$ cat src/l1d_geometry_pkg.sv
// L1 data cache geometry
`default_nettype none

package l1d_geometry_pkg;

    // Physical address width
    localparam int ADDR_BITS = 32;

    // Organization
    localparam int WAYS = 4;
    localparam int SETS = 64;
    localparam int LINE_BYTES = 64;
    localparam int WORD_BITS = 32;
    localparam int LINE_WORDS = LINE_BYTES / (WORD_BITS / 8);

    // Hardware threads sharing the pipeline
    localparam int THREADS = 4;
    localparam int THREAD_IDX_BITS = $clog2(THREADS);

    // Address split, from the top: tag, set, offset
    localparam int OFFSET_BITS = $clog2(LINE_BYTES);
    localparam int SET_BITS = $clog2(SETS);
    localparam int TAG_BITS = ADDR_BITS - SET_BITS - OFFSET_BITS;
    localparam int WAY_IDX_BITS = $clog2(WAYS);

    // One cache line, big-endian.
    // Both views count upward from the most significant end, so byte k is
    // line offset k and word w covers offsets 4w..4w+3 with 4w on top
    typedef union packed
    {
        logic [0:LINE_WORDS-1][WORD_BITS-1:0] words;
        logic [0:LINE_BYTES-1][7:0] bytes;
    } line_t;

endpackage

`default_nettype wire

$ cat src/mem_op_pkg.sv
// Memory access and fault encodings
`default_nettype none

package mem_op_pkg;

    // Access size of a load or store
    typedef enum logic [1:0]
    {
        // Single byte
        MEM_B = 2'd0,
        // Halfword, two bytes
        MEM_S = 2'd1,
        // Word, four bytes
        MEM_L = 2'd2,
        // Block vector, one word per lane across the whole line
        MEM_BLOCK = 2'd3
    } access_t;

    // Fault reason reported with resp_fault.
    // Listed from highest to lowest priority
    typedef enum logic [1:0]
    {
        // No translation for the address
        FR_TLB_MISS = 2'd0,
        // Translation exists but the page is not present
        FR_PAGE_FAULT = 2'd1,
        // Address not aligned to the access size
        FR_ALIGNMENT = 2'd2,
        // Store to a read-only page
        FR_WRITE = 2'd3
    } fault_t;

endpackage

`default_nettype wire

$ cat src/response_register.sv
// Stage output register
`timescale 1ns/1ns
`default_nettype none

module response_register
(
    input wire logic clk,
    input wire logic reset,
    input wire logic req_valid,
    input wire logic [l1d_geometry_pkg::THREAD_IDX_BITS-1:0] req_thread_idx,
    input wire logic [l1d_geometry_pkg::ADDR_BITS-1:0] req_paddr,
    input wire logic fault,
    input wire mem_op_pkg::fault_t fault_reason,
    input wire logic miss,
    input wire logic retry,
    input wire logic store_go,
    input wire logic lru_go,
    input wire logic [l1d_geometry_pkg::WAY_IDX_BITS-1:0] hit_way,
    input wire logic [l1d_geometry_pkg::LINE_BYTES-1:0] store_mask,
    input wire l1d_geometry_pkg::line_t store_data,
    output logic resp_valid,
    output logic [l1d_geometry_pkg::THREAD_IDX_BITS-1:0] resp_thread_idx,
    output logic resp_fault,
    output mem_op_pkg::fault_t resp_fault_reason,
    output logic resp_suspend,
    output logic resp_rollback,
    output logic lru_update_en,
    output logic [l1d_geometry_pkg::WAY_IDX_BITS-1:0] lru_update_way,
    output logic miss_en,
    output logic [l1d_geometry_pkg::ADDR_BITS-1:0] miss_addr,
    output logic [l1d_geometry_pkg::THREAD_IDX_BITS-1:0] miss_thread_idx,
    output logic store_en,
    output logic [l1d_geometry_pkg::ADDR_BITS-1:0] store_addr,
    output logic [l1d_geometry_pkg::LINE_BYTES-1:0] store_mask_out,
    output l1d_geometry_pkg::line_t store_data_out
);

    always_ff @(posedge clk)
    begin
        resp_thread_idx <= req_thread_idx;
        resp_fault_reason <= fault_reason;
        lru_update_way <= hit_way;
        // L2 fetches whole lines
        miss_addr <= {req_paddr[l1d_geometry_pkg::ADDR_BITS-1:l1d_geometry_pkg::OFFSET_BITS],
            {l1d_geometry_pkg::OFFSET_BITS{1'b0}}};
        miss_thread_idx <= req_thread_idx;
        store_addr <= req_paddr;
        store_mask_out <= store_mask;
        store_data_out <= store_data;
    end

    always_ff @(posedge clk, posedge reset)
    begin
        if (reset)
        begin
            resp_valid <= 1'b0;
            resp_fault <= 1'b0;
            resp_suspend <= 1'b0;
            resp_rollback <= 1'b0;
            lru_update_en <= 1'b0;
            miss_en <= 1'b0;
            store_en <= 1'b0;
        end
        else
        begin
            resp_valid <= req_valid;
            resp_fault <= fault;
            // Thread sleeps until the fill for its miss wakes it
            resp_suspend <= miss;
            resp_rollback <= retry;
            lru_update_en <= lru_go;
            miss_en <= miss;
            store_en <= store_go;
        end
    end

    // A request is either a load or a store, never both on the L2 side
    miss_store_exclusive: assert property (@(posedge clk) disable iff (reset)
        !(miss_en && store_en));

endmodule

`default_nettype wire

$ cat config.mk
export PLATFORM = sky130hd
export DESIGN_NAME = response_register
export DESIGN_NICKNAME = d
export VERILOG_FILES = /design/src/l1d_geometry_pkg.sv /design/src/mem_op_pkg.sv /design/src/response_register.sv
export SDC_FILE = /design/constraint.sdc
export NUM_CORES = 1
export LEC_CHECK = 0
export BUFFER_PORTS_ARGS = -buffer_cell sky130_fd_sc_hd__buf_2
export CAP_MARGIN = 20
export CORE_AREA = 2 2 494 496
export DETAILED_ROUTE_END_ITERATION = 10
export DIE_AREA = 0 0 496 498
export GPL_TIMING_DRIVEN = 0
export PLACE_DENSITY = 0.3
export SYNTH_ARGS = -nofsm -noshare
export SYNTH_HDL_FRONTEND = slang
export SYNTH_SLANG_ARGS = --single-unit
$ cat constraint.sdc
create_clock -name clk -period 0.8 [get_ports clk]
set_input_delay 0.12 -clock clk [delete_from_list [all_inputs] [get_ports clk]]
set_output_delay 0.12 -clock clk [all_outputs]
set_load 0.02 [all_outputs]
Word level (Yosys, flattened, before mapping):

Index checks and enable logic that the tools add are counted.

* logic and storage cells: 13
* latch bits: 0
* memory bits (writable): 0
* bits of input ports: 622
* memories kept: 0
* output and inout bits: 655
* ROM bits: 0
* register bits: 646

* equal/unequal tests: 0
* shift-type cells: 0
* magnitude comparators: 0
* multipliers: 0
* bitwise gates (word level): 0
* mux-type cells: 0
* divide/modulo/power cells: 0
* reduce and logical (&&, ||, !) cells: 0
* add/subtract/negate cells: 0

Logic depth before layout (Yosys ltp):

* depth after elaboration: 0
* mapped depth: 1

Least setup slack after synthesis:

OpenSTA, ideal clock, no wires.

* path kind: reg2out
* from: register, netlist name miss_en
* to: output port resp_suspend
* path buffers: 1
* path slack: 0.067 ns
* stages on the path, launching flop included: 2
* arrival time: 0.613 ns
* cells stage by stage: dfrtp_1 > buf_4

RTL lines
* end, declared: line response_register.sv:25 `output logic resp_suspend,`

==> results_dict.tcl <==
set metrics [dict create \
    outcome "complete, but fails checks" \
    violations "setup timing" \
    wirelength_um 93700 \
    clock-root-buffer "sky130_fd_sc_hd__clkbuf_16" \
    drt_iter0_markers 322 \
    detailedPlacementHpwl_um 69300 \
    intPower_w 0.0625 \
    row_count 181 \
    design.die.area_sq_um 247000 \
    port_buffers 1270 \
    yosysMostFrequentCell "sky130_fd_sc_hd__dfxtp_1" \
    routed-via-count 14800 \
    pin_count 1277 \
    setup.worst_path.start_class "flip-flop" \
    fraction_of_layout_cells_with_a_size_suffix_above_1 0.660 \
    wl_per_cell_um 14.7 \
    period_share 1.77 \
    holdCritPathClass "in -> reg" \
    yosysTopAreaCell "sky130_fd_sc_hd__dfxtp_1" \
    synth_area_leaders "sky130_fd_sc_hd__dfxtp_1 (97%), sky130_fd_sc_hd__buf_4 (2.1%), sky130_fd_sc_hd__dfrtp_1 (1.2%), sky130_fd_sc_hd__conb_1 (0.030%), sky130_fd_sc_hd__inv_1 (0.030%)" \
    seq_area_sq_um 13300 \
    number_of_flops_mapped_to_enable_cells_by_yosys 0 \
    synth_seq_area_share 0.979 \
    max_cap_viol_count 0 \
    power-per-cell-area_nw_per_um2 2040 \
    yosysWarningCount 0 \
    pwr-share-clk 0.450 \
    chipHeight_um 498 \
    clk_pin_slew_ns 0.05 \
    crit_path_max_fanout 2 \
    seqPwrFrac 0.401 \
    first_global_vias 16600 \
    multi_input_logic_area_sq_um 22.5 \
    avgViaCountPerCell 2.32 \
    synthCells 657 \
    clock_net_sink_count 620 \
    timing_max_transition_violations_final 0 \
    switchingPower_w 0.0219 \
    cts_inserted_buffers 84 \
    yosys_register_bits 620 \
    share_comb_of_total_power 0.150 \
    timing_worst_setup_path_type "reg -> out" \
    critPathArrivalTime_ns 1.29 \
    synth_async_sr_flop_share 0.00968 \
    synthesis.area_sq_um 12700 \
    synth_common_cells "sky130_fd_sc_hd__dfxtp_1 (614), sky130_fd_sc_hd__buf_4 (35), sky130_fd_sc_hd__dfrtp_1 (6)" \
    finalHoldViolCount 0 \
    synth.top_cell.area_share 0.967 \
    die_x_um 496 \
    post-route-worst-setup-slack_ns -0.614 \
    crit_path_end_kind "primary output" \
    max-clock-path-buffers 3 \
    routability_cong 0.744 \
    final_net_count 3669 \
    track_usage 0.0725 \
    n_fill_cell 26300 \
    grt-ovfl-total 0 \
    post_route_antenna_net_violation_count 0 \
    power_leakage_nw 17.6 \
    antenna_found_initial 88 \
    max-vdd-ir-drop_v 0.00159 \
    whs_ns 0.0861 \
    grt_start_max_net_pins 13 \
    setup_viol 654 \
    core_area_sq_um 242000 \
    timing.critical_path.required_ns 0.68 \
    grt_first_pass_wirelength_um 123000 \
    number_of_levels_the_h_tree_was_split_into 3 \
    dpl_worst_slack_ns -0.0265 \
    area_growth_syn_to_layout_pct 226 \
    initial_core_util 0.0526 \
    detail_route.first_pass.iterations 4 \
    yosys.cell_types.count 5 \
    synth-main-ff-cell "sky130_fd_sc_hd__dfxtp_1" \
    cts_tree "yes" \
    cts.repair_timing.setup_buffer_count 0 \
    drc 0 \
    rsz_0062_raised_after_global_routing "true" \
    syn_avg_cell_area_sq_um 19.3 \
    report.power.total_w 0.0844 \
    fmaxAchievable_mhz 707 \
    final_period_minus_worst_setup_slack_ns 1.41 \
    netSwitchingFraction 0.259 \
]
==> final cells by class <==
type,count,share of cell area
clock buffer,112,0.0559
inverter,1,0.0000906
multi-input combinational,6,0.000543
antenna,48,0.00290
clock inverter,39,0.0108
sequential,620,0.320
timing repair buffer,2299,0.504
tap,3202,0.0967
buffer,35,0.00897
==> flip-flops by register name, indices dropped and copies added, names as in the netlist <==
register	cells
store_data_out	512
store_mask_out	64
store_addr	31
lru_update_way	2
miss_thread_idx	2
resp_fault_reason	2
lru_update_en	1
miss_addr	1
miss_en	1
resp_fault	1
resp_rollback	1
resp_valid	1
store_en	1
==> worst paths after layout <==
path / end / cells after the start / from
min: store_mask_out[20]$_DFF_P_ / 2 / store_mask[20]
max: resp_suspend / 2 / miss_en$_DFF_PP0_
min in group asynchronous: resp_rollback$_DFF_PP0_ / 4 / reset
max in group asynchronous: lru_update_en$_DFF_PP0_ / 4 / reset
==> worst max-delay path, cell delays in order (launching register included) <==
cell and delay [ns]:
sky130_fd_sc_hd__dfrtp_1 0.38, sky130_fd_sc_hd__buf_6 0.11, sky130_fd_sc_hd__buf_6 0.12
==> cells in the final DEF, fill, tap and decap left out <==
cell                            instances
sky130_fd_sc_hd__dlygate4sd3_1       1029
sky130_fd_sc_hd__buf_6                633
sky130_fd_sc_hd__buf_2                622
sky130_fd_sc_hd__dfxtp_2              591
sky130_fd_sc_hd__clkbuf_16             84
sky130_fd_sc_hd__diode_2               48
sky130_fd_sc_hd__buf_8                 43
sky130_fd_sc_hd__dfxtp_4               23
sky130_fd_sc_hd__clkbuf_1              17
sky130_fd_sc_hd__clkbuf_8              11
sky130_fd_sc_hd__clkinv_2               9
sky130_fd_sc_hd__inv_6                  9
sky130_fd_sc_hd__clkinvlp_4             7
sky130_fd_sc_hd__buf_4                  6
sky130_fd_sc_hd__conb_1                 6
sky130_fd_sc_hd__dfrtp_1                6
sky130_fd_sc_hd__clkinv_4               5
sky130_fd_sc_hd__bufinv_16              4
sky130_fd_sc_hd__clkinv_8               3
sky130_fd_sc_hd__clkinv_16              2
sky130_fd_sc_hd__inv_1                  1
sky130_fd_sc_hd__buf_12                 1
==> kinds of logic after synthesis <==
kind of cell,after synthesis,share of synthesized area
flops,620,0.979
buf+inv,36,0.0210
other cells,1,0.000295
==> layer usage <==
metal,part of all wire,GRT usage,wire length [um],vias up
met5,0.0038,0,360,-
met2,0.54,0.142,50600,918
met4,0.044,0.0354,4160,54
li1,-,-,-,6879
met3,0.10,0.0336,9640,212
met1,0.31,0.0596,29000,6691
==> power groups by stage <==
stage | Clock (W) | Sequential (W) | Combinational, W
2_1_floorplan | 0 | 0.0358 | 0.000259
3_3_place_gp | 0 | 0.0337 | 0.00647
3_5_place_dp | 0 | 0.0337 | 0.00645
4_1_cts | 0.0401 | 0.0338 | 0.0127
5_1_grt | 0.0411 | 0.0339 | 0.0133
6_report | 0.0380 | 0.0338 | 0.0126
==> timing repair <==
item                        CTS  global route
setup endpoints to repair   649           649
gates resized for setup    1996            11
hold endpoints to repair    626             0
gates cloned                  0             0
hold buffers               1029             0
==> stage by stage <==
step	util	cell area, sq um	setup TNS (ns)	instances
after floorplan	-	12700	0	662
after global placement	0.0955	23100	-0.0334	5134
after detailed placement	0.0955	23100	-0.0265	5134
after CTS	0.171	41300	-372.37	6314
after global routing	0.171	41400	-355.47	6344
final	0.171	41400	-295.47	6362
(Power assumes the default switching activity.)
