### src/l1d_geometry_pkg.sv
// L1 data cache geometry
`default_nettype none

package l1d_geometry_pkg;

    // Physical address width
    localparam int ADDR_BITS = 32;

    // Organization
    localparam int WAYS = 4;
    localparam int SETS = 64;
    localparam int LINE_BYTES = 64;
    localparam int WORD_BITS = 32;
    localparam int LINE_WORDS = LINE_BYTES / (WORD_BITS / 8);

    // Hardware threads sharing the pipeline
    localparam int THREADS = 4;
    localparam int THREAD_IDX_BITS = $clog2(THREADS);

    // Address split, from the top: tag, set, offset
    localparam int OFFSET_BITS = $clog2(LINE_BYTES);
    localparam int SET_BITS = $clog2(SETS);
    localparam int TAG_BITS = ADDR_BITS - SET_BITS - OFFSET_BITS;
    localparam int WAY_IDX_BITS = $clog2(WAYS);

    // One cache line, big-endian.
    // Both views count upward from the most significant end, so byte k is
    // line offset k and word w covers offsets 4w..4w+3 with 4w on top
    typedef union packed
    {
        logic [0:LINE_WORDS-1][WORD_BITS-1:0] words;
        logic [0:LINE_BYTES-1][7:0] bytes;
    } line_t;

endpackage

`default_nettype wire

### src/mem_op_pkg.sv
// Memory access and fault encodings
`default_nettype none

package mem_op_pkg;

    // Access size of a load or store
    typedef enum logic [1:0]
    {
        // Single byte
        MEM_B = 2'd0,
        // Halfword, two bytes
        MEM_S = 2'd1,
        // Word, four bytes
        MEM_L = 2'd2,
        // Block vector, one word per lane across the whole line
        MEM_BLOCK = 2'd3
    } access_t;

    // Fault reason reported with resp_fault.
    // Listed from highest to lowest priority
    typedef enum logic [1:0]
    {
        // No translation for the address
        FR_TLB_MISS = 2'd0,
        // Translation exists but the page is not present
        FR_PAGE_FAULT = 2'd1,
        // Address not aligned to the access size
        FR_ALIGNMENT = 2'd2,
        // Store to a read-only page
        FR_WRITE = 2'd3
    } fault_t;

endpackage

`default_nettype wire

### src/store_align.sv
// Store data alignment and byte mask
`timescale 1ns/1ns
`default_nettype none

module store_align
(
    input wire mem_op_pkg::access_t req_access,
    input wire logic [l1d_geometry_pkg::ADDR_BITS-1:0] req_paddr,
    input wire logic [l1d_geometry_pkg::LINE_WORDS-1:0] req_lane_mask,
    input wire l1d_geometry_pkg::line_t req_store_value,
    output logic [l1d_geometry_pkg::LINE_BYTES-1:0] store_mask,
    output l1d_geometry_pkg::line_t store_data,
    output logic unaligned
);

    logic [l1d_geometry_pkg::OFFSET_BITS-1:0] offset;
    logic [l1d_geometry_pkg::WORD_BITS-1:0] scalar_value;
    logic [l1d_geometry_pkg::LINE_BYTES-1:0] scalar_mask;
    logic [l1d_geometry_pkg::LINE_BYTES-1:0] block_mask;

    assign offset = req_paddr[l1d_geometry_pkg::OFFSET_BITS-1:0];

    // Scalar stores take their value from lane 0
    assign scalar_value = req_store_value.words[0];

    // Block store, each lane mask bit covers the four bytes of its word
    for (genvar k = 0; k < l1d_geometry_pkg::LINE_BYTES; k++)
    begin : block_mask_gen
        assign block_mask[k] = req_lane_mask[k / 4];
    end

    // Scalar store, enable the bytes that share the access-sized slot
    always_comb
    begin
        logic [l1d_geometry_pkg::OFFSET_BITS-1:0] byte_off;

        scalar_mask = '0;
        for (int k = 0; k < l1d_geometry_pkg::LINE_BYTES; k++)
        begin
            byte_off = k[l1d_geometry_pkg::OFFSET_BITS-1:0];
            case (req_access)
                mem_op_pkg::MEM_B:
                    scalar_mask[k] = byte_off == offset;
                mem_op_pkg::MEM_S:
                    scalar_mask[k] = byte_off[l1d_geometry_pkg::OFFSET_BITS-1:1]
                        == offset[l1d_geometry_pkg::OFFSET_BITS-1:1];
                mem_op_pkg::MEM_L:
                    scalar_mask[k] = byte_off[l1d_geometry_pkg::OFFSET_BITS-1:2]
                        == offset[l1d_geometry_pkg::OFFSET_BITS-1:2];
                default:
                    scalar_mask[k] = 1'b0;
            endcase
        end
    end

    assign store_mask = req_access == mem_op_pkg::MEM_BLOCK ? block_mask : scalar_mask;

    // Replicate the scalar across the line so every slot already holds it.
    // Most significant byte lands on the lowest offset
    always_comb
    begin
        case (req_access)
            mem_op_pkg::MEM_B:
                store_data.bytes = {l1d_geometry_pkg::LINE_BYTES{scalar_value[7:0]}};
            mem_op_pkg::MEM_S:
                store_data.words = {l1d_geometry_pkg::LINE_WORDS{scalar_value[15:0],
                    scalar_value[15:0]}};
            mem_op_pkg::MEM_L:
                store_data.words = {l1d_geometry_pkg::LINE_WORDS{scalar_value}};
            default:
                store_data = req_store_value;
        endcase
    end

    // Misalignment for the access size
    always_comb
    begin
        case (req_access)
            mem_op_pkg::MEM_S:     unaligned = offset[0];
            mem_op_pkg::MEM_L:     unaligned = |offset[1:0];
            mem_op_pkg::MEM_BLOCK: unaligned = |offset;
            default:               unaligned = 1'b0;
        endcase
    end

endmodule

`default_nettype wire

### config.mk
export PLATFORM = sky130hd
export DESIGN_NAME = store_align
export DESIGN_NICKNAME = d
export VERILOG_FILES = /design/src/l1d_geometry_pkg.sv /design/src/mem_op_pkg.sv /design/src/store_align.sv
export SDC_FILE = /design/constraint.sdc
export NUM_CORES = 1
export LEC_CHECK = 0
export BUFFER_PORTS_ARGS = -buffer_cell sky130_fd_sc_hd__buf_4
export CAP_MARGIN = 0
export CORE_AREA = 2 2 449 451
export DETAILED_ROUTE_END_ITERATION = 8
export DIE_AREA = 0 0 451 453
export GPL_ROUTABILITY_DRIVEN = 0
export PLACE_DENSITY_LB_ADDON = 0.1
export SYNTH_ARGS = -nofsm -noshare
export SYNTH_HDL_FRONTEND = slang
export SYNTH_SLANG_ARGS = --single-unit
### constraint.sdc
create_clock -name vclk -period 2.75
set_input_delay 0.1375 -clock vclk [all_inputs]
set_output_delay 0.1375 -clock vclk [all_outputs]
set_load 0.03 [all_outputs]
==> Word-level counts from Yosys, hierarchy flattened <==
Index checks and enable logic that the tools add are counted.
{ "totals": {"reg_bits": 0, "word_cells": 185} }
{ "classes": {"n_eq_ne": 112, "mux": 67, "n_reduce_logical": 6} }
{ "op_table": {"columns": ["operator", "count"], "rows": [
  ["one-hot mux 512 bit (3 select lines)", 1],
  ["one-hot mux 1 bit (3 select lines)", 65],
  ["== test 6 bit (first input constant)", 32],
  ["== test 5 x 6 -> 1 bit (first input constant)", 16],
  ["== test 5 bit (first input constant)", 16],
  ["2-to-1 mux 64 bit", 1],
  ["== test 4 x 6 -> 1 bit (first input constant)", 8],
  ["== test 4 x 5 -> 1 bit (first input constant)", 8],
  ["== test 4 bit (first input constant)", 8],
  ["== test 3 x 6 -> 1 bit (first input constant)", 4],
  ["== test 3 x 5 -> 1 bit (first input constant)", 4],
  ["== test 3 x 4 -> 1 bit (first input constant)", 4],
  ["== test 2 x 6 -> 1 bit (first input constant)", 2],
  ["== test 2 x 5 -> 1 bit (first input constant)", 2],
  ["== test 2 x 4 -> 1 bit (first input constant)", 2],
  ["== test 1 x 6 -> 1 bit (first input constant)", 1],
  ["zero test 6 bit", 1],
  ["OR reduction 6 bit", 1],
  ["== test 1 x 5 -> 1 bit (first input constant)", 1],
  ["zero test 5 bit", 1],
  ["== test 1 x 4 -> 1 bit (first input constant)", 1],
  ["== test 2 bit (second input constant)", 2],
  ["zero test 4 bit", 1],
  ["== test 2 x 1 -> 1 bit (second input constant)", 1],
  ["other kinds (2)", 2]
]} }

==> Longest topological paths before layout <==
Gate-level depths: netlist (run 1).
{ "depth": {"word_depth": 3, "mapped_depth": 7, "mapped_depth_nobuf": 3} }

==> Worst setup path after synthesis (run 1) <==
Ideal clock, no wire load.
{ "synth_timing": {"path_kind": "input -> output", "from": "input port req_access[0]", "to": "output port unaligned", "arrival_ps": 1565, "path_slack_ps": 1047, "stages": 5, "n_path_buf": 3, "path_cell_list": "buf_6 > and2_1 > buf_2 > clkbuf_1 > a311oi_1"} }
{ "synth_via": {"elab_chain_len": 2, "word_cells_on_any_way": 4} }
{ "synth_rtl": {"columns": ["element", "line", "source"], "rows": [
  ["start: declaration", "store_align.sv:7", "input wire mem_op_pkg::access_t req_access,"],
  ["== test 2 bit / == test 2 x 1 -> 1 bit (equally long branches)", "store_align.sv:78", "case (req_access)"],
  ["one-hot mux 1 bit (3 select lines) (*)", "store_align.sv:78", null],
  ["end: declaration", "store_align.sv:13", "output logic unaligned"]
]} }
Mark *: on every way between the ends. The rest lies on a longest branch, timed or not.

==> Worst setup path after layout (run 1) <==
{ "layout_timing": {"from": "input port req_access[0]", "to": "output port store_mask[56] (netlist name)"} }
{ "layout_via": {"elab_chain_len": 3, "word_cells_on_any_way": 6} }
{ "layout_rtl": {"columns": ["element", "line", "source"], "rows": [
  ["== test 2 bit (tied with other cells)", "store_align.sv:41", "case (req_access)"],
  ["one-hot mux 1 bit (3 select lines)", "store_align.sv:41", null],
  ["2-to-1 mux 64 bit (*)", "store_align.sv:56", "assign store_mask = req_access == mem_op_pkg::MEM_BLOCK ? block_mask : scalar_mask;"],
  ["end: declaration", "store_align.sv:11", "output logic [l1d_geometry_pkg::LINE_BYTES-1:0] store_mask,"]
]} }
Marks and branches as above.

==> run summary, run 1 <==
status: finished, final reports clean
Reg area: 0 um2
Post-DP Area: 0.0182 mm2
post-CTS sizing: 0
CP Capture Type: output port
GRT Residual Overflow: 0
HP Class: in -> out
Filler Cell Count: 23.4k
I/O pins: 1139
post-synthesis cell type count: 41
Final Util: 0.0914
post-CTS setup buffer count: 0
register area share after synthesis: 0
share of cells above drive strength 1: 0.641
Post-Syn Area: 0.00664 mm2
CP required: 2.61 ns
Multi-input gate area: 0.00587 mm2
vias in the first global route: 12.4k
Design Area, Final: 0.0182 mm2
drc violations: 0
Leakage: 10.2 nW
Total GRT Usage: 0.144
final-stage net count: 2507
number of sequential cells: 0
drt pass-1 iters: 5
fmax: 443 MHz
routed vias: 12.3k
largest net degree at the start of global routing: 82
maximum fanout along the worst path: 12
CP Launch Type: primary input
worst slew margin relative to its limit: 0.300
post-route ant nets: 0
PD cells: 320 mW/mm2
hpwl dp: 140000 um
Hold Vio Cnt, Final: 0
# hold bufs at CTS: 0
Mapped Cells: 904
Core ar.: 0.199 mm2
setup TNS: 0 ns
MaxCap Viol Count: 0
Mapped Nets: 1466
RSZ-0062 raised after global routing: no
Data arrival, critical path: 2.12 ns
syn_area_per_cell: 7.34 um2
initial antenna violation count: 70
global-route wire length before repair: 185000 um
final wirelength: 157000 um
Min Clock Period, post-route: 2.26 ns
DIE AREA: 0.204 mm2
Slew Limit Fails: 0
Avg WL per Cell: 34.1 um
clock buf count: 0
hold_ws: 0.587 ns
DR vias/cell: 2.68
critical path type: in -> out
Die Y-Extent: 453 um
number of buffers added on ports: 1113
final setup violation count: 0
maximum vdd drop: 0.0823 mV
Synth Warn #: 0
Slew @ Worst Pin: 1.05 ns
row cnt: 164
starting density of the core: 0.0333
die width: 451 um
Final Cycle Share: 0.820
Area Overhead vs Synth: 174%
Detailed Route Iter0 Violations: 721
[power by group]
| group | total, mW | switching (mW) | internal, mW |
|---|---|---|---|
| Clock | 0.000000306 | 0 | 0.000000306 |
| Sequential | 0 | 0 | 0 |
| Combinational | 5.83 | 3.82 | 2.00 |
| Total | 5.83 | 3.82 | 2.00 |
[cell usage in the layout, fill, tap and decap left out, types with 2 or more instances in the layout]
cell type	instances
nor2_1	3
mux2i_2	2
a22o_1	4
buf_12	12
and4b_1	5
nor4b_4	2
nor2b_1	6
nand2_1	71
nor4b_1	4
nor4bb_1	8
mux2i_4	3
a32oi_1	6
a22o_2	4
diode_2	7
a21o_1	458
and2_2	7
o21a_1	30
mux2_2	16
nand3_1	82
and2_1	3
mux2i_1	3
buf_4	1166
a2bb2oi_2	2
nand4_1	8
a32oi_2	10
o2bb2ai_4	14
[routing by layer]
| metal | vias to the layer above | GRT usage | part of all wire |
|---|---|---|---|
| met5 | - | 0 | 0.0012 |
| met4 | 30 | 0.00982 | 0.0077 |
| met3 | 94 | 0.0627 | 0.098 |
| met2 | 571 | 0.244 | 0.48 |
| met1 | 6199 | 0.175 | 0.41 |
| li1 | 5437 | - | - |
[worst max-delay path, stage by stage]
cell and delay (ns):
buf_4 0.20, buf_4 0.24, nor4bb_2 0.74, buf_4 0.35, nand2_1 0.08, nand3_1 0.15, buf_4 0.19
[cell usage after synthesis]
master     number  area share
a22o_1          8       0.011
and2_1         11       0.010
o21a_1         30       0.034
clkbuf_1       29       0.016
nor4_4          1      0.0032
a32oi_2        10       0.025
nor2_1          3      0.0017
inv_4           1     0.00094
nor4_1          1     0.00094
nor2_2          1     0.00094
clkbuf_2        3      0.0023
nor4b_1         4      0.0053
and3b_1         1      0.0013
buf_4          17       0.019
and4b_1         5      0.0075
nor3_1          1     0.00075
a21oi_1         1     0.00075
nor2b_4         1      0.0021
nand2b_1        1     0.00094
mux2i_4         3       0.010
nand3_1        82       0.062
a311oi_1        1      0.0013
o2bb2ai_4      12       0.050
a2bb2oi_2       2      0.0045
a32oi_1         6      0.0079
o2bb2ai_2       2      0.0045
a21o_1        458        0.52
nor2b_1         6      0.0057
nand4_1         8      0.0075
mux2i_1         3      0.0045
buf_2          72       0.054
mux2i_2         2      0.0041
nor4b_4         2      0.0072
mux2_2         16       0.027
buf_6          16       0.027
buf_8           1      0.0023
buf_1           1     0.00056
and4_1          1      0.0013
nor4bb_1        9       0.014
nand2_1        71       0.040
nor3b_4         1      0.0028
[final cells by class]
| class | count | area share |
|---|---|---|
| well taps | 2656 | 0.183 |
| repair buffers | 1178 | 0.494 |
| diodes | 7 | 0.000962 |
| multi-input cells | 764 | 0.322 |
| inverters | 1 | 0.000344 |
[cell families after synthesis]
family | Yosys count | synth area share
simple gates | 210 | 0.175
buf+inv | 140 | 0.123
compound gates | 530 | 0.656
mux | 24 | 0.0460
[path summary, 6_finish.rpt]
| check | from | to | slack (ns) | cells after the start |
|---|---|---|---|---|
| worst max-delay path | req_access[0] | store_mask[56] | 0.49 | 7 |
| worst min-delay path | req_store_value[486] | store_data[486] | 0.59 | 2 |
[stage by stage]
stage	power (mW)	setup slack (ns)	cells
after floorplan	2.66	1.05	904
after global placement	6.01	0.504	4599
after detailed placement	5.98	0.487	4599
after CTS	6.01	0.482	4599
after global routing	6.13	0.442	4602
final	5.83	0.495	4606
Power figures use the tool's default switching activity.
==> run 2, diff against run 1 <==
==> constraint.sdc (replaced) <==
create_clock -name vclk -period 2.1
set_input_delay 0.105 -clock vclk [all_inputs]
set_output_delay 0.105 -clock vclk [all_outputs]
set_load 0.03 [all_outputs]
==> run 2 against run 1 <==
Against the previous run: first-iteration DRC count increased by 7.8%; utilization increased by 0.36 points; routed wire length increased by 0.34%; combinational power increased by 34%; largest power group unchanged; highest routed layer unchanged; total power increased by 34%; count of clock-buffer cells in the layout unchanged; critical path type unchanged; sequential cell count unchanged.
==> run summary, run 2 (synthesis results as in run 1) <==
status: finished, final reports clean
largest net degree at the start of global routing: 56
I/O pins: 1139
GRT Residual Overflow: 0
Slew @ Worst Pin: 0.973 ns
M2 GR Usage: 0.241
routed vias: 12.7k
Final Power: 7.83 mW
post-CTS sizing: 0
share of cells above drive strength 1: 0.650
CP required: 2.00 ns
maximum fanout along the worst path: 24
met3 Usage GRT: 0.0671
Hold Vio Cnt, Final: 0
drt pass-1 iters: 4
clock buf count: 0
Sw Share: 0.645
number of sequential cells: 0
row cnt: 164
Slew Limit Fails: 0
initial antenna violation count: 80
commonest non-fill, non-tap cell in the layout: buf_4
hpwl dp: 141000 um
setup TNS: 0 ns
Place WS: -0.0472 ns
Logic pwr share: 1.000
internal power: 2.77 mW
final setup violation count: 0
CP Launch Type: primary input
final wirelength: 157000 um
HP Class: in -> out
global-route wire length before repair: 186000 um
Leakage: 10.5 nW
post-route ant nets: 0
drc violations: 0
starting density of the core: 0.0333
Detailed Route Iter0 Violations: 777
Total GRT Usage: 0.145
Hold Path Depth: 3
hold_ws: 0.525 ns
Min Clock Period, post-route: 1.99 ns
DR vias/cell: 2.72
die width: 451 um
Die Y-Extent: 453 um
Avg WL per Cell: 33.8 um
worst slew margin relative to its limit: 0.351
critical path type: in -> out
post-CTS setup buffer count: 3
Area Overhead vs Synth: 185%
number of buffers added on ports: 1113
gr busiest metal: met2
PD cells: 414 mW/mm2
reported net switching power: 5.05 mW
Data arrival, critical path: 1.88 ns
RSZ-0062 raised after global routing: no
Core ar.: 0.199 mm2
vias in the first global route: 12.8k
# hold bufs at CTS: 0
DIE AREA: 0.204 mm2
Clk pwr share: 0
Seq pwr share: 0
maximum vdd drop: 0.114 mV
Reg area: 0 um2
met1 usage: 0.172
final-stage net count: 2555
fmax: 503 MHz
post-route setup slack: 0.111 ns
CP Capture Type: output port
Final Cycle Share: 0.947
most frequent cells in the layout: buf_4, a21o_1, nand3_1, nand2_1, buf_12
MaxCap Viol Count: 0
run 2: critical path: stages:
cell and delay, ns:
buf_4 0.27, nor2b_4 0.27, buf_12 0.25, o2bb2ai_4 0.19, buf_12 0.21, a21o_1 0.27
buf_4 0.22
run 2: layer usage:
layer	up-vias	wire [um]	part of all wire
met4	32	2800	0.018
li1	5538	-	-
met3	126	16500	0.10
met2	608	75000	0.48
met5	-	207	0.0013
met1	6346	63000	0.40
run 2: final timing paths:
path / from / end / slack (ns)
worst min-delay path: req_store_value[20] / store_data[20] / 0.53
worst max-delay path: req_access[1] / store_data[204] / 0.11
run 2: area by class of cell:
cell class	instances	area [um2]
timing repair buffer	1226	9700
antenna	8	20.0
multi-input combinational	764	5870
fill	23400	180000
tap	2656	3320
inverter	1	6.26
run 2: per-stage QoR:
| step | instances | cell area [um2] | utilization |
|---|---|---|---|
| finish | 4655 | 18900 | 0.0950 |
| global route | 4652 | 18900 | 0.0950 |
| CTS | 4647 | 18900 | 0.0949 |
| detailed placement | 4644 | 18900 | 0.0947 |
| global placement | 4644 | 18900 | 0.0947 |
| floorplan | 904 | 6640 | - |
run 2: power groups by stage:
stage	Combinational [mW]	Clock (mW)	Sequential, mW
finish	7.83	0.000000415	0
global route	8.22	0.000000327	0
CTS	8.04	0	0
detailed placement	8.00	0	0
global placement	8.03	0	0
floorplan	3.48	0	0
