<file path="src/l1d_geometry_pkg.sv">
// L1 data cache geometry
`default_nettype none

package l1d_geometry_pkg;

    // Physical address width
    localparam int ADDR_BITS = 32;

    // Organization
    localparam int WAYS = 4;
    localparam int SETS = 64;
    localparam int LINE_BYTES = 64;
    localparam int WORD_BITS = 32;
    localparam int LINE_WORDS = LINE_BYTES / (WORD_BITS / 8);

    // Hardware threads sharing the pipeline
    localparam int THREADS = 4;
    localparam int THREAD_IDX_BITS = $clog2(THREADS);

    // Address split, from the top: tag, set, offset
    localparam int OFFSET_BITS = $clog2(LINE_BYTES);
    localparam int SET_BITS = $clog2(SETS);
    localparam int TAG_BITS = ADDR_BITS - SET_BITS - OFFSET_BITS;
    localparam int WAY_IDX_BITS = $clog2(WAYS);

    // One cache line, big-endian.
    // Both views count upward from the most significant end, so byte k is
    // line offset k and word w covers offsets 4w..4w+3 with 4w on top
    typedef union packed
    {
        logic [0:LINE_WORDS-1][WORD_BITS-1:0] words;
        logic [0:LINE_BYTES-1][7:0] bytes;
    } line_t;

endpackage

`default_nettype wire

</file>
<file path="src/way_hit_detect.sv">
// Tag compare and hit way
`timescale 1ns/1ns
`default_nettype none

module way_hit_detect
(
    input wire logic [l1d_geometry_pkg::ADDR_BITS-1:0] req_paddr,
    input wire logic req_tlb_hit,
    input wire logic [l1d_geometry_pkg::WAYS-1:0] way_valid,
    input wire logic [l1d_geometry_pkg::WAYS-1:0][l1d_geometry_pkg::TAG_BITS-1:0] way_tag,
    input wire logic tag_fill_en,
    input wire logic [l1d_geometry_pkg::SET_BITS-1:0] tag_fill_set,
    input wire logic [l1d_geometry_pkg::TAG_BITS-1:0] tag_fill_tag,
    output logic hit,
    output logic [l1d_geometry_pkg::WAY_IDX_BITS-1:0] hit_way,
    output logic near_miss_tag
);

    logic [l1d_geometry_pkg::TAG_BITS-1:0] req_tag;
    logic [l1d_geometry_pkg::SET_BITS-1:0] req_set;
    logic [l1d_geometry_pkg::WAYS-1:0] hit_oh;

    assign req_tag = req_paddr[l1d_geometry_pkg::ADDR_BITS-1 -: l1d_geometry_pkg::TAG_BITS];
    assign req_set = req_paddr[l1d_geometry_pkg::OFFSET_BITS +: l1d_geometry_pkg::SET_BITS];

    for (genvar w = 0; w < l1d_geometry_pkg::WAYS; w++)
    begin : compare_gen
        assign hit_oh[w] = way_valid[w] && way_tag[w] == req_tag;
    end

    // Tag bits are only meaningful when the translation succeeded
    assign hit = |hit_oh && req_tlb_hit;

    // One-hot to index, OR of the matching way numbers
    always_comb
    begin
        hit_way = '0;
        for (int w = 0; w < l1d_geometry_pkg::WAYS; w++)
            if (hit_oh[w])
                hit_way = hit_way | w[l1d_geometry_pkg::WAY_IDX_BITS-1:0];
    end

    // L2 is installing this very line right now, the tag arrives next cycle
    assign near_miss_tag = tag_fill_en && tag_fill_set == req_set && tag_fill_tag == req_tag;

    // The tag stage must never hold one line in two ways of a set
    always_comb
    begin
        assert final (!req_tlb_hit || $onehot0(hit_oh));
    end

endmodule

`default_nettype wire
</file>
<file path="config.mk">
export PLATFORM = sky130hd
export DESIGN_NAME = way_hit_detect
export DESIGN_NICKNAME = d
export VERILOG_FILES = /design/src/l1d_geometry_pkg.sv /design/src/way_hit_detect.sv
export SDC_FILE = /design/constraint.sdc
export NUM_CORES = 1
export LEC_CHECK = 0
export BUFFER_PORTS_ARGS = -buffer_cell sky130_fd_sc_hd__buf_2
export CORE_ASPECT_RATIO = 1.4
export CORE_MARGIN = 2
export CORE_UTILIZATION = 39
export DETAILED_ROUTE_END_ITERATION = 8
export PLACE_DENSITY_LB_ADDON = 0.3
export SYNTH_ARGS = -nofsm -noshare
export SYNTH_HDL_FRONTEND = slang
export SYNTH_SLANG_ARGS = --single-unit
</file>
<file path="constraint.sdc">
create_clock -name vclk -period 1.9
set_input_delay 0.095 -clock vclk [all_inputs]
set_output_delay 0.095 -clock vclk [all_outputs]
set_load 0.05 [all_outputs]
</file>
# == Word level (Yosys, flattened, before mapping) ==
# Cells that the tools add are included.
# word_totals
regBits,0
out_inout_bits,4
# op_classes
reduce_logical,8
n_mux,3
eq_ne,6
# op_table
operator,n
20-bit equality test,5
1-bit logical AND,7
6-bit equality test,1
2-bit 2-to-1 mux,2
4-bit OR reduction,1
1-bit 2-to-1 mux,1

# == Longest topological paths before layout ==
# Gate-level depths: netlist of the first run.
# logic_depth
ltp_word,5
ltp_mapped,6

# == Worst setup path before layout of the first run ==
# OpenSTA, ideal clock, no wires.
# synth_timing
path_type,input -> output
start,input port req_paddr[15] (netlist name)
end,output port near_miss_tag
arrival_time_ns,1.973
t_required_ns,1.805
stages,5
path_slack_ns,-0.168
cell_sequence,clkbuf_1 -> xnor2_1 -> nand4_1 -> or4_1 -> nor4_2
# synth_via
elab_chain_len,2
# synth_lines
element,line,rtl
start: declaration,way_hit_detect.sv:7,"input wire logic [l1d_geometry_pkg::ADDR_BITS-1:0] req_paddr,"
20-bit equality test,way_hit_detect.sv:44,assign near_miss_tag = tag_fill_en && tag_fill_set == req_set && tag_fill_tag == req_tag;
1-bit logical AND,way_hit_detect.sv:44,
end: declaration,way_hit_detect.sv:16,output logic near_miss_tag
# Every way passes these cells.

# == Worst setup path after layout of the first run ==
# layout_timing
start,input port req_paddr[17] (netlist name)
end,output port near_miss_tag
# The elaborated chain is that of the path after synthesis.

==> impl_metrics.yaml, run 1 <==
status:
  status: "finished, final reports clean"
floorplan:
  placementRows: 25
  dieArea_sq_um: 3931
  fp.dieH_um: 73.39
  core_sq_um: 3347
  ioPinCount: 148
  fp.dieW_um: 53.57
  start_util_pct: 40.07
setup_path:
  cp_max_fo: 5
  worstPathArrival_ns: 1.71
  cp.required_ns: 1.80
  endpoint_kind: "output pin"
  cp-start-kind: "input port"
  crit_type: "input port to output pin"
drt:
  avgViaCountPerCell: 4.733
  routed_wl_um: 4372
  firstDrtPassIters: 4
  wire_per_inst_um: 13.25
  ant_nets: 0
  num_vias: 1562
  drc_errors: 0
  drt_iter0_markers: 17
synthesis:
  syn_area_sq_um: 1341
  synth-seq-area-share_pct: 0
  postSynthCellCount: 167
  synth_area_per_cell_sq_um: 8.032
  yosys_warnings: 0
  yosysTopAreaCell: "xnor2_1"
  syn-num-nets: 311
  yosys-top-cells-area: "xnor2_1, xor2_1, nand4_1"
  synth_top_area_share_pct: 56.16
  synth.distinct_cells: 15
finish:
  final_nets: 436
  design.seq.count: 0
  regArea_sq_um: 0
  most-common-layout-cells: "buf_2, xnor2_1, nand4_1"
  final_common_cell: "buf_2"
  drive_above_1_share_pct: 51.72
  nFillCells: 348
  syn2layout_area_growth_pct: 49.25
  final_area_sq_um: 2002
  clock_buffers: 0
  antenna_cells: 0
min_path:
  hp-class: "input port to output pin"
timing:
  max_freq_ghz: 0.5545
  worstMarginPinSlew_ns: 0.3640
  fin_crit_sh_pct: 94.92
  fin_setup_tns_ns: 0
  min_period_ns: 1.803
  hold_violations: 0
  grt_setup_unrepaired: "no"
  finalSetupViolations: 0
  max_slew_margin_pct: 75.51
  finalMaxSlewViolations: 0
power_and_ir_drop:
  p_leak_nw: 0.9013
  ir_drop_mv: 0.1439
  power.density_nw_per_um2: 219.8
placed_design:
  dpl.hpwl_um: 4054
  placed_area_sq_um: 1996
  gp_congestion: 0.7569
  io_buffers: 142
global_routing:
  grt_max_degree: 6
  track_usage_pct: 22.19
  grt_overflow_total: 0
  grt_pass1_wl_um: 6644
  antenna_found_initial: 0
  grt_pass1_vias: 1518
job:
  drv_cap: 0
clock_tree:
  postCtsHoldBufs: 0
  cts.repair.resized: 0
  cts_setup_buffers: 0
==> worst paths after layout <==
path | from | end | slack, ns | cells past startpoint
min | req_tlb_hit | hit | 0.60 | 4
max | req_paddr[17] | near_miss_tag | 0.1 | 6
==> logic make-up (layout without fill, tap and decap cells) <==
logic type / Yosys count / count (layout) / share of synthesized area (%)
and+or+nand+nor: 39 / 39 / 17.91
xor gates and xnor gates: 106 / 106 / 71.45
AOI/OAI and AO/OA: 1 / 1 / 0.6531
buffers and inverters: 21 / 144 / 9.981
==> Yosys cell counts <==
master	instances
xnor2_1	86
nand4_1	22
xor2_1	16
clkbuf_1	10
nor4_1	8
buf_6	7
nand3_1	5
xnor2_2	4
buf_2	2
nand2_1	2
a41oi_1	1
buf_1	1
inv_1	1
nor4_2	1
or4_1	1
==> critical path: stages <==
cell     delay, ns
buf_2         0.19
xnor2_2       0.13
nand4_1       0.12
or4_1         0.59
nor4_4        0.28
buf_2         0.29
==> final cells by class <==
type	count	area, sq um	share of cell area, %
Inverter	1	3.754	0.1875
Multi-Input combinational cell	146	1230	61.44
Tap cell	40	50.05	2.500
Timing Repair Buffer	143	718.2	35.88
==> metal layers <==
layer,vias to the layer above,wire length [um],GRT usage [%]
li1,799,-,-
met1,694,1543,25.06
met2,69,2503,44.86
met3,0,325,2.033
met4,0,0,0.8547
met5,-,0,0
==> power breakdown <==
part	total (W)	leakage, nW	internal (W)	switching (W)
sequential	0	0	0	0
clock	0	0	0	0
combinational	0.000440	0.901	0.000254	0.000186
total	0.000440	0.901	0.000254	0.000186
==> metrics by stage <==
step	utilization (%)	cells	hold WS, ns	worst slack (ns)	total power (W)
after floorplan	-	167	0.3456	0.1040	0.0002721
after global placement	59.63	330	0.5738	0.08538	0.0004372
after detailed placement	59.63	330	0.5906	0.06880	0.0004433
after CTS	59.63	330	0.5979	0.06873	0.0004452
after global routing	59.81	330	0.6122	0.005650	0.0004854
final	59.81	330	0.5981	0.09651	0.0004401
Note: power is estimated with default switching activity, not from simulation.
==> run 2, diff against run 1 <==
--- a/config.mk
+++ b/config.mk
@@ -8,7 +8,7 @@
 export BUFFER_PORTS_ARGS = -buffer_cell sky130_fd_sc_hd__buf_2
 export CORE_ASPECT_RATIO = 1.4
 export CORE_MARGIN = 2
-export CORE_UTILIZATION = 39
+export CORE_UTILIZATION = 29
 export DETAILED_ROUTE_END_ITERATION = 8
 export PLACE_DENSITY_LB_ADDON = 0.3
 export SYNTH_ARGS = -nofsm -noshare
==> run 2 against run 1 <==
Net effect: hold slack got worse by 0.063 ns; highest routed layer is now met4; sequential share of layout area did not move; global-route usage fell by 4.8 points; non-clock buffer count rose by 2; critical path type unchanged; first-iteration DRC count rose by 140%; count of clock-buffer cells in the layout did not move; cell count rose by 7.3%.
==> impl_metrics.yaml, run 2 (synthesis results as in run 1) <==
status:
  status: "finished, final reports clean"
timing:
  max_slew_margin_pct: 78.93
  max_freq_ghz: 0.5542
  fin_setup_tns_ns: 0
  grt_setup_unrepaired: "no"
  setup_ws_ns: 0.09549
  fin_crit_sh_pct: 94.97
  finalMaxSlewViolations: 0
  worstMarginPinSlew_ns: 0.3132
  hold_ws_ns: 0.5354
  hold_violations: 0
  min_period_ns: 1.805
  finalSetupViolations: 0
finish:
  regArea_sq_um: 0
  clock_buffers: 0
  most-common-layout-cells: "buf_2, xnor2_1, nand4_1"
  final_area_sq_um: 2051
  design.seq.count: 0
  drive_above_1_share_pct: 52.05
  final_nets: 438
  final_common_cell: "buf_2"
  antenna_cells: 0
  syn2layout_area_growth_pct: 52.89
floorplan:
  fp.dieH_um: 84.47
  placementRows: 29
  dieArea_sq_um: 5193
  fp.dieW_um: 61.48
  ioPinCount: 148
  start_util_pct: 29.81
  core_sq_um: 4499
drt:
  num_vias: 1550
  drt_iter0_markers: 41
  drc_errors: 0
  firstDrtPassIters: 4
  ant_nets: 0
  routed_wl_um: 4711
  wire_per_inst_um: 13.31
  avgViaCountPerCell: 4.379
setup_path:
  endpoint_kind: "output pin"
  cp-start-kind: "input port"
  cp_max_fo: 5
  worstPathArrival_ns: 1.71
  crit_type: "input port to output pin"
  cp.required_ns: 1.80
clock_tree:
  cts.repair.resized: 0
  cts_setup_buffers: 0
  postCtsHoldBufs: 0
placed_design:
  gp_congestion: 0.8164
  placed_area_sq_um: 2038
  dpl.hpwl_um: 4385
  post-place-ws_ns: 0.05635
  io_buffers: 142
global_routing:
  use_met3_pct: 1.233
  grt_pass1_wl_um: 6934
  met2_usage_pct: 35.11
  grt_busiest_layer: "met2"
  grt_pass1_vias: 1530
  use_met1_pct: 19.43
  antenna_found_initial: 0
  grt_overflow_total: 0
  track_usage_pct: 17.38
  grt_max_degree: 6
power_and_ir_drop:
  power.density_nw_per_um2: 216.4
  p_leak_nw: 0.9121
  power_w: 0.0004437
  ir_drop_mv: 0.08212
min_path:
  hp-class: "input port to output pin"
job:
  drv_cap: 0
==> run 2: changes by cell type in the layout (fill, tap and decap cells not counted), sizes merged <==
cell and change:
buf +2
==> run 2: per-stage QoR <==
stage,utilization [%],cells
after detailed placement,45.30,354
after global routing,45.58,354
after global placement,45.30,354
final,45.58,354
after CTS,45.30,354
after floorplan,-,167
==> run 2: worst paths after layout <==
check                          from            end  slack (ns)  cells past startpoint
worst min-delay path    req_tlb_hit            hit        0.54                      4
worst max-delay path  req_paddr[24]  near_miss_tag         0.1                      6
==> run 2: worst max-delay path, stage by stage <==
cell and delay [ns]:
buf_2 0.15, xnor2_1 0.16, nand4_1 0.13, or4_1 0.59, nor4_4 0.28, buf_2 0.30
==> run 2: cell type report <==
type / count / area (sq um)
Tap cell: 62 / 77.57
Multi-Input combinational cell: 146 / 1230
Timing Repair Buffer: 145 / 739.5
Inverter: 1 / 3.754
Fill cell: 519 / 2449
==> run 2: power breakdown <==
group          switching [W]  internal, W  leakage (nW)
clock                      0            0             0
combinational       0.000188     0.000255         0.912
sequential                 0            0             0
total               0.000188     0.000255         0.912
==> run 2: metal layers <==
| metal | part of all wire, % | routed length (um) | up-vias |
|---|---|---|---|
| met5 | 0 | 0 | - |
| met4 | 0.40 | 19 | 0 |
| met3 | 6.0 | 284 | 2 |
| met2 | 57 | 2701 | 62 |
| met1 | 36 | 1706 | 683 |
| li1 | - | - | 803 |
==> run 3, diff against run 2 <==
--- a/config.mk
+++ b/config.mk
@@ -8,8 +8,9 @@
 export BUFFER_PORTS_ARGS = -buffer_cell sky130_fd_sc_hd__buf_2
 export CORE_ASPECT_RATIO = 1.4
 export CORE_MARGIN = 2
-export CORE_UTILIZATION = 29
+export CORE_UTILIZATION = 27
 export DETAILED_ROUTE_END_ITERATION = 8
+export GPL_ROUTABILITY_DRIVEN = 0
 export PLACE_DENSITY_LB_ADDON = 0.3
 export SYNTH_ARGS = -nofsm -noshare
 export SYNTH_HDL_FRONTEND = slang
==> run 3 against run 2 <==
Net effect: routed wire length rose by 2.7%; power grew 2.4%; combinational power rose by 2%; count of clock-buffer cells in the layout stayed put; first-iteration DRC count is 54% lower; cell count increased by 1.4%; sequential share of layout area is the same; design area up 2.0%; global-route usage fell by 0.88 points; core utilization fell by 2.1 points; hold slack gained 0.041 ns; sequential cell count stayed put.
==> impl_metrics.yaml, run 3 (synthesis results as in run 1) <==
setup_path:
  endpoint_kind: "output pin"
  crit_type: "input port to output pin"
  cpPeakStageDelay_ns: 0.60
  crit_slowest_cell: "or4_1"
  crit_path_cell_trace: "buf_2, xnor2_2, nand4_1, or4_1, nor4_4, buf_2"
  cp-start-kind: "input port"
  cp.required_ns: 1.80
  crit_top_cell: "buf_2"
  worstPathArrival_ns: 1.70
  cp_max_fo: 3
placed_design:
  dpl.hpwl_um: 4519
  dp.cells: 359
  post-place-ws_ns: 0.02011
  io_buffers: 142
global_routing:
  track_usage_pct: 16.50
  use_met1_pct: 18.08
  grt_overflow_total: 0
  use_met3_pct: 1.940
  grt_max_degree: 6
  met2_usage_pct: 32.92
  grt_busiest_layer: "met2"
  antenna_found_initial: 0
  grt_pass1_wl_um: 7189
  grt_pass1_vias: 1570
job:
  drv_cap: 0
floorplan:
  fp.dieH_um: 87.40
  core_sq_um: 4805
  dieArea_sq_um: 5556
  ioPinCount: 148
  fp.dieW_um: 63.57
  placementRows: 30
  start_util_pct: 27.92
drt:
  avgViaCountPerCell: 4.387
  wire_per_inst_um: 13.48
  firstDrtPassIters: 4
  drt_iter0_markers: 19
  num_vias: 1575
  ant_nets: 0
  routed_wl_um: 4838
  drc_errors: 0
clock_tree:
  cts_setup_buffers: 0
  postCtsHoldBufs: 0
  cts.repair.resized: 0
finish:
  final_nets: 441
  final_common_cell: "buf_2"
  drive_above_1_share_pct: 52.88
  most-common-layout-cells: "buf_2, xnor2_1, nand4_1"
  nFillCells: 571
  design.seq.count: 0
  regArea_sq_um: 0
  multiInputGateArea_sq_um: 1236
  clock_buffers: 0
  antenna_cells: 0
  stdcell_count: 359
  syn2layout_area_growth_pct: 55.88
power_and_ir_drop:
  ir_drop_mv: 0.07866
  power.density_nw_per_um2: 217.3
  p_leak_nw: 0.9293
timing:
  max_freq_ghz: 0.5583
  max_slew_margin_pct: 77.40
  min_period_ns: 1.791
  hold_violations: 0
  fin_setup_tns_ns: 0
  finalSetupViolations: 0
  grt_setup_unrepaired: "no"
  finalMaxSlewViolations: 0
  worstMarginPinSlew_ns: 0.3362
  setup_ws_ns: 0.1087
  fin_crit_sh_pct: 94.28
min_path:
  hp-class: "input port to output pin"
status:
  status: "finished, final reports clean"
[run 3: path summary, 6_finish.rpt]
kind | start | end | slack, ns | cells after the start
max | req_paddr[17] | near_miss_tag | 0.11 | 6
min | req_tlb_hit | hit | 0.58 | 4
[run 3: per-stage QoR]
step                      area (sq um)  hold WS [ns]  power (W)  util (%)
after global routing              2091        0.5831  0.0005021     43.52
after CTS                         2076        0.5747  0.0004615     43.20
after detailed placement          2076        0.5711  0.0004593     43.20
after global placement            2076        0.5707  0.0004547     43.20
final                             2091        0.5761  0.0004544     43.52
after floorplan                   1358        0.3456  0.0002721         -
[run 3: layout make-up]
cell class                      count  area share, %
Multi-Input combinational cell    146          59.13
Timing Repair Buffer              148          36.86
Tap cell                           64          3.830
Inverter                            1         0.1795
[run 3: power breakdown]
group / internal [W] / switching, W
clock: 0 / 0
sequential: 0 / 0
combinational: 0.000264 / 0.000191
[run 3: worst max-delay path, delay by kind of cell]
family,cells,cell delay [ns]
XOR/XNOR,1,0.14
buffers and inverters,2,0.43
AND/OR/NAND/NOR,3,1.01
[run 3: layer usage]
| layer | share of wire, % | wire, um |
|---|---|---|
| met1 | 36 | 1724 |
| met4 | 2.6 | 128 |
| met3 | 7.3 | 351 |
| met5 | 0 | 0 |
| met2 | 54 | 2633 |
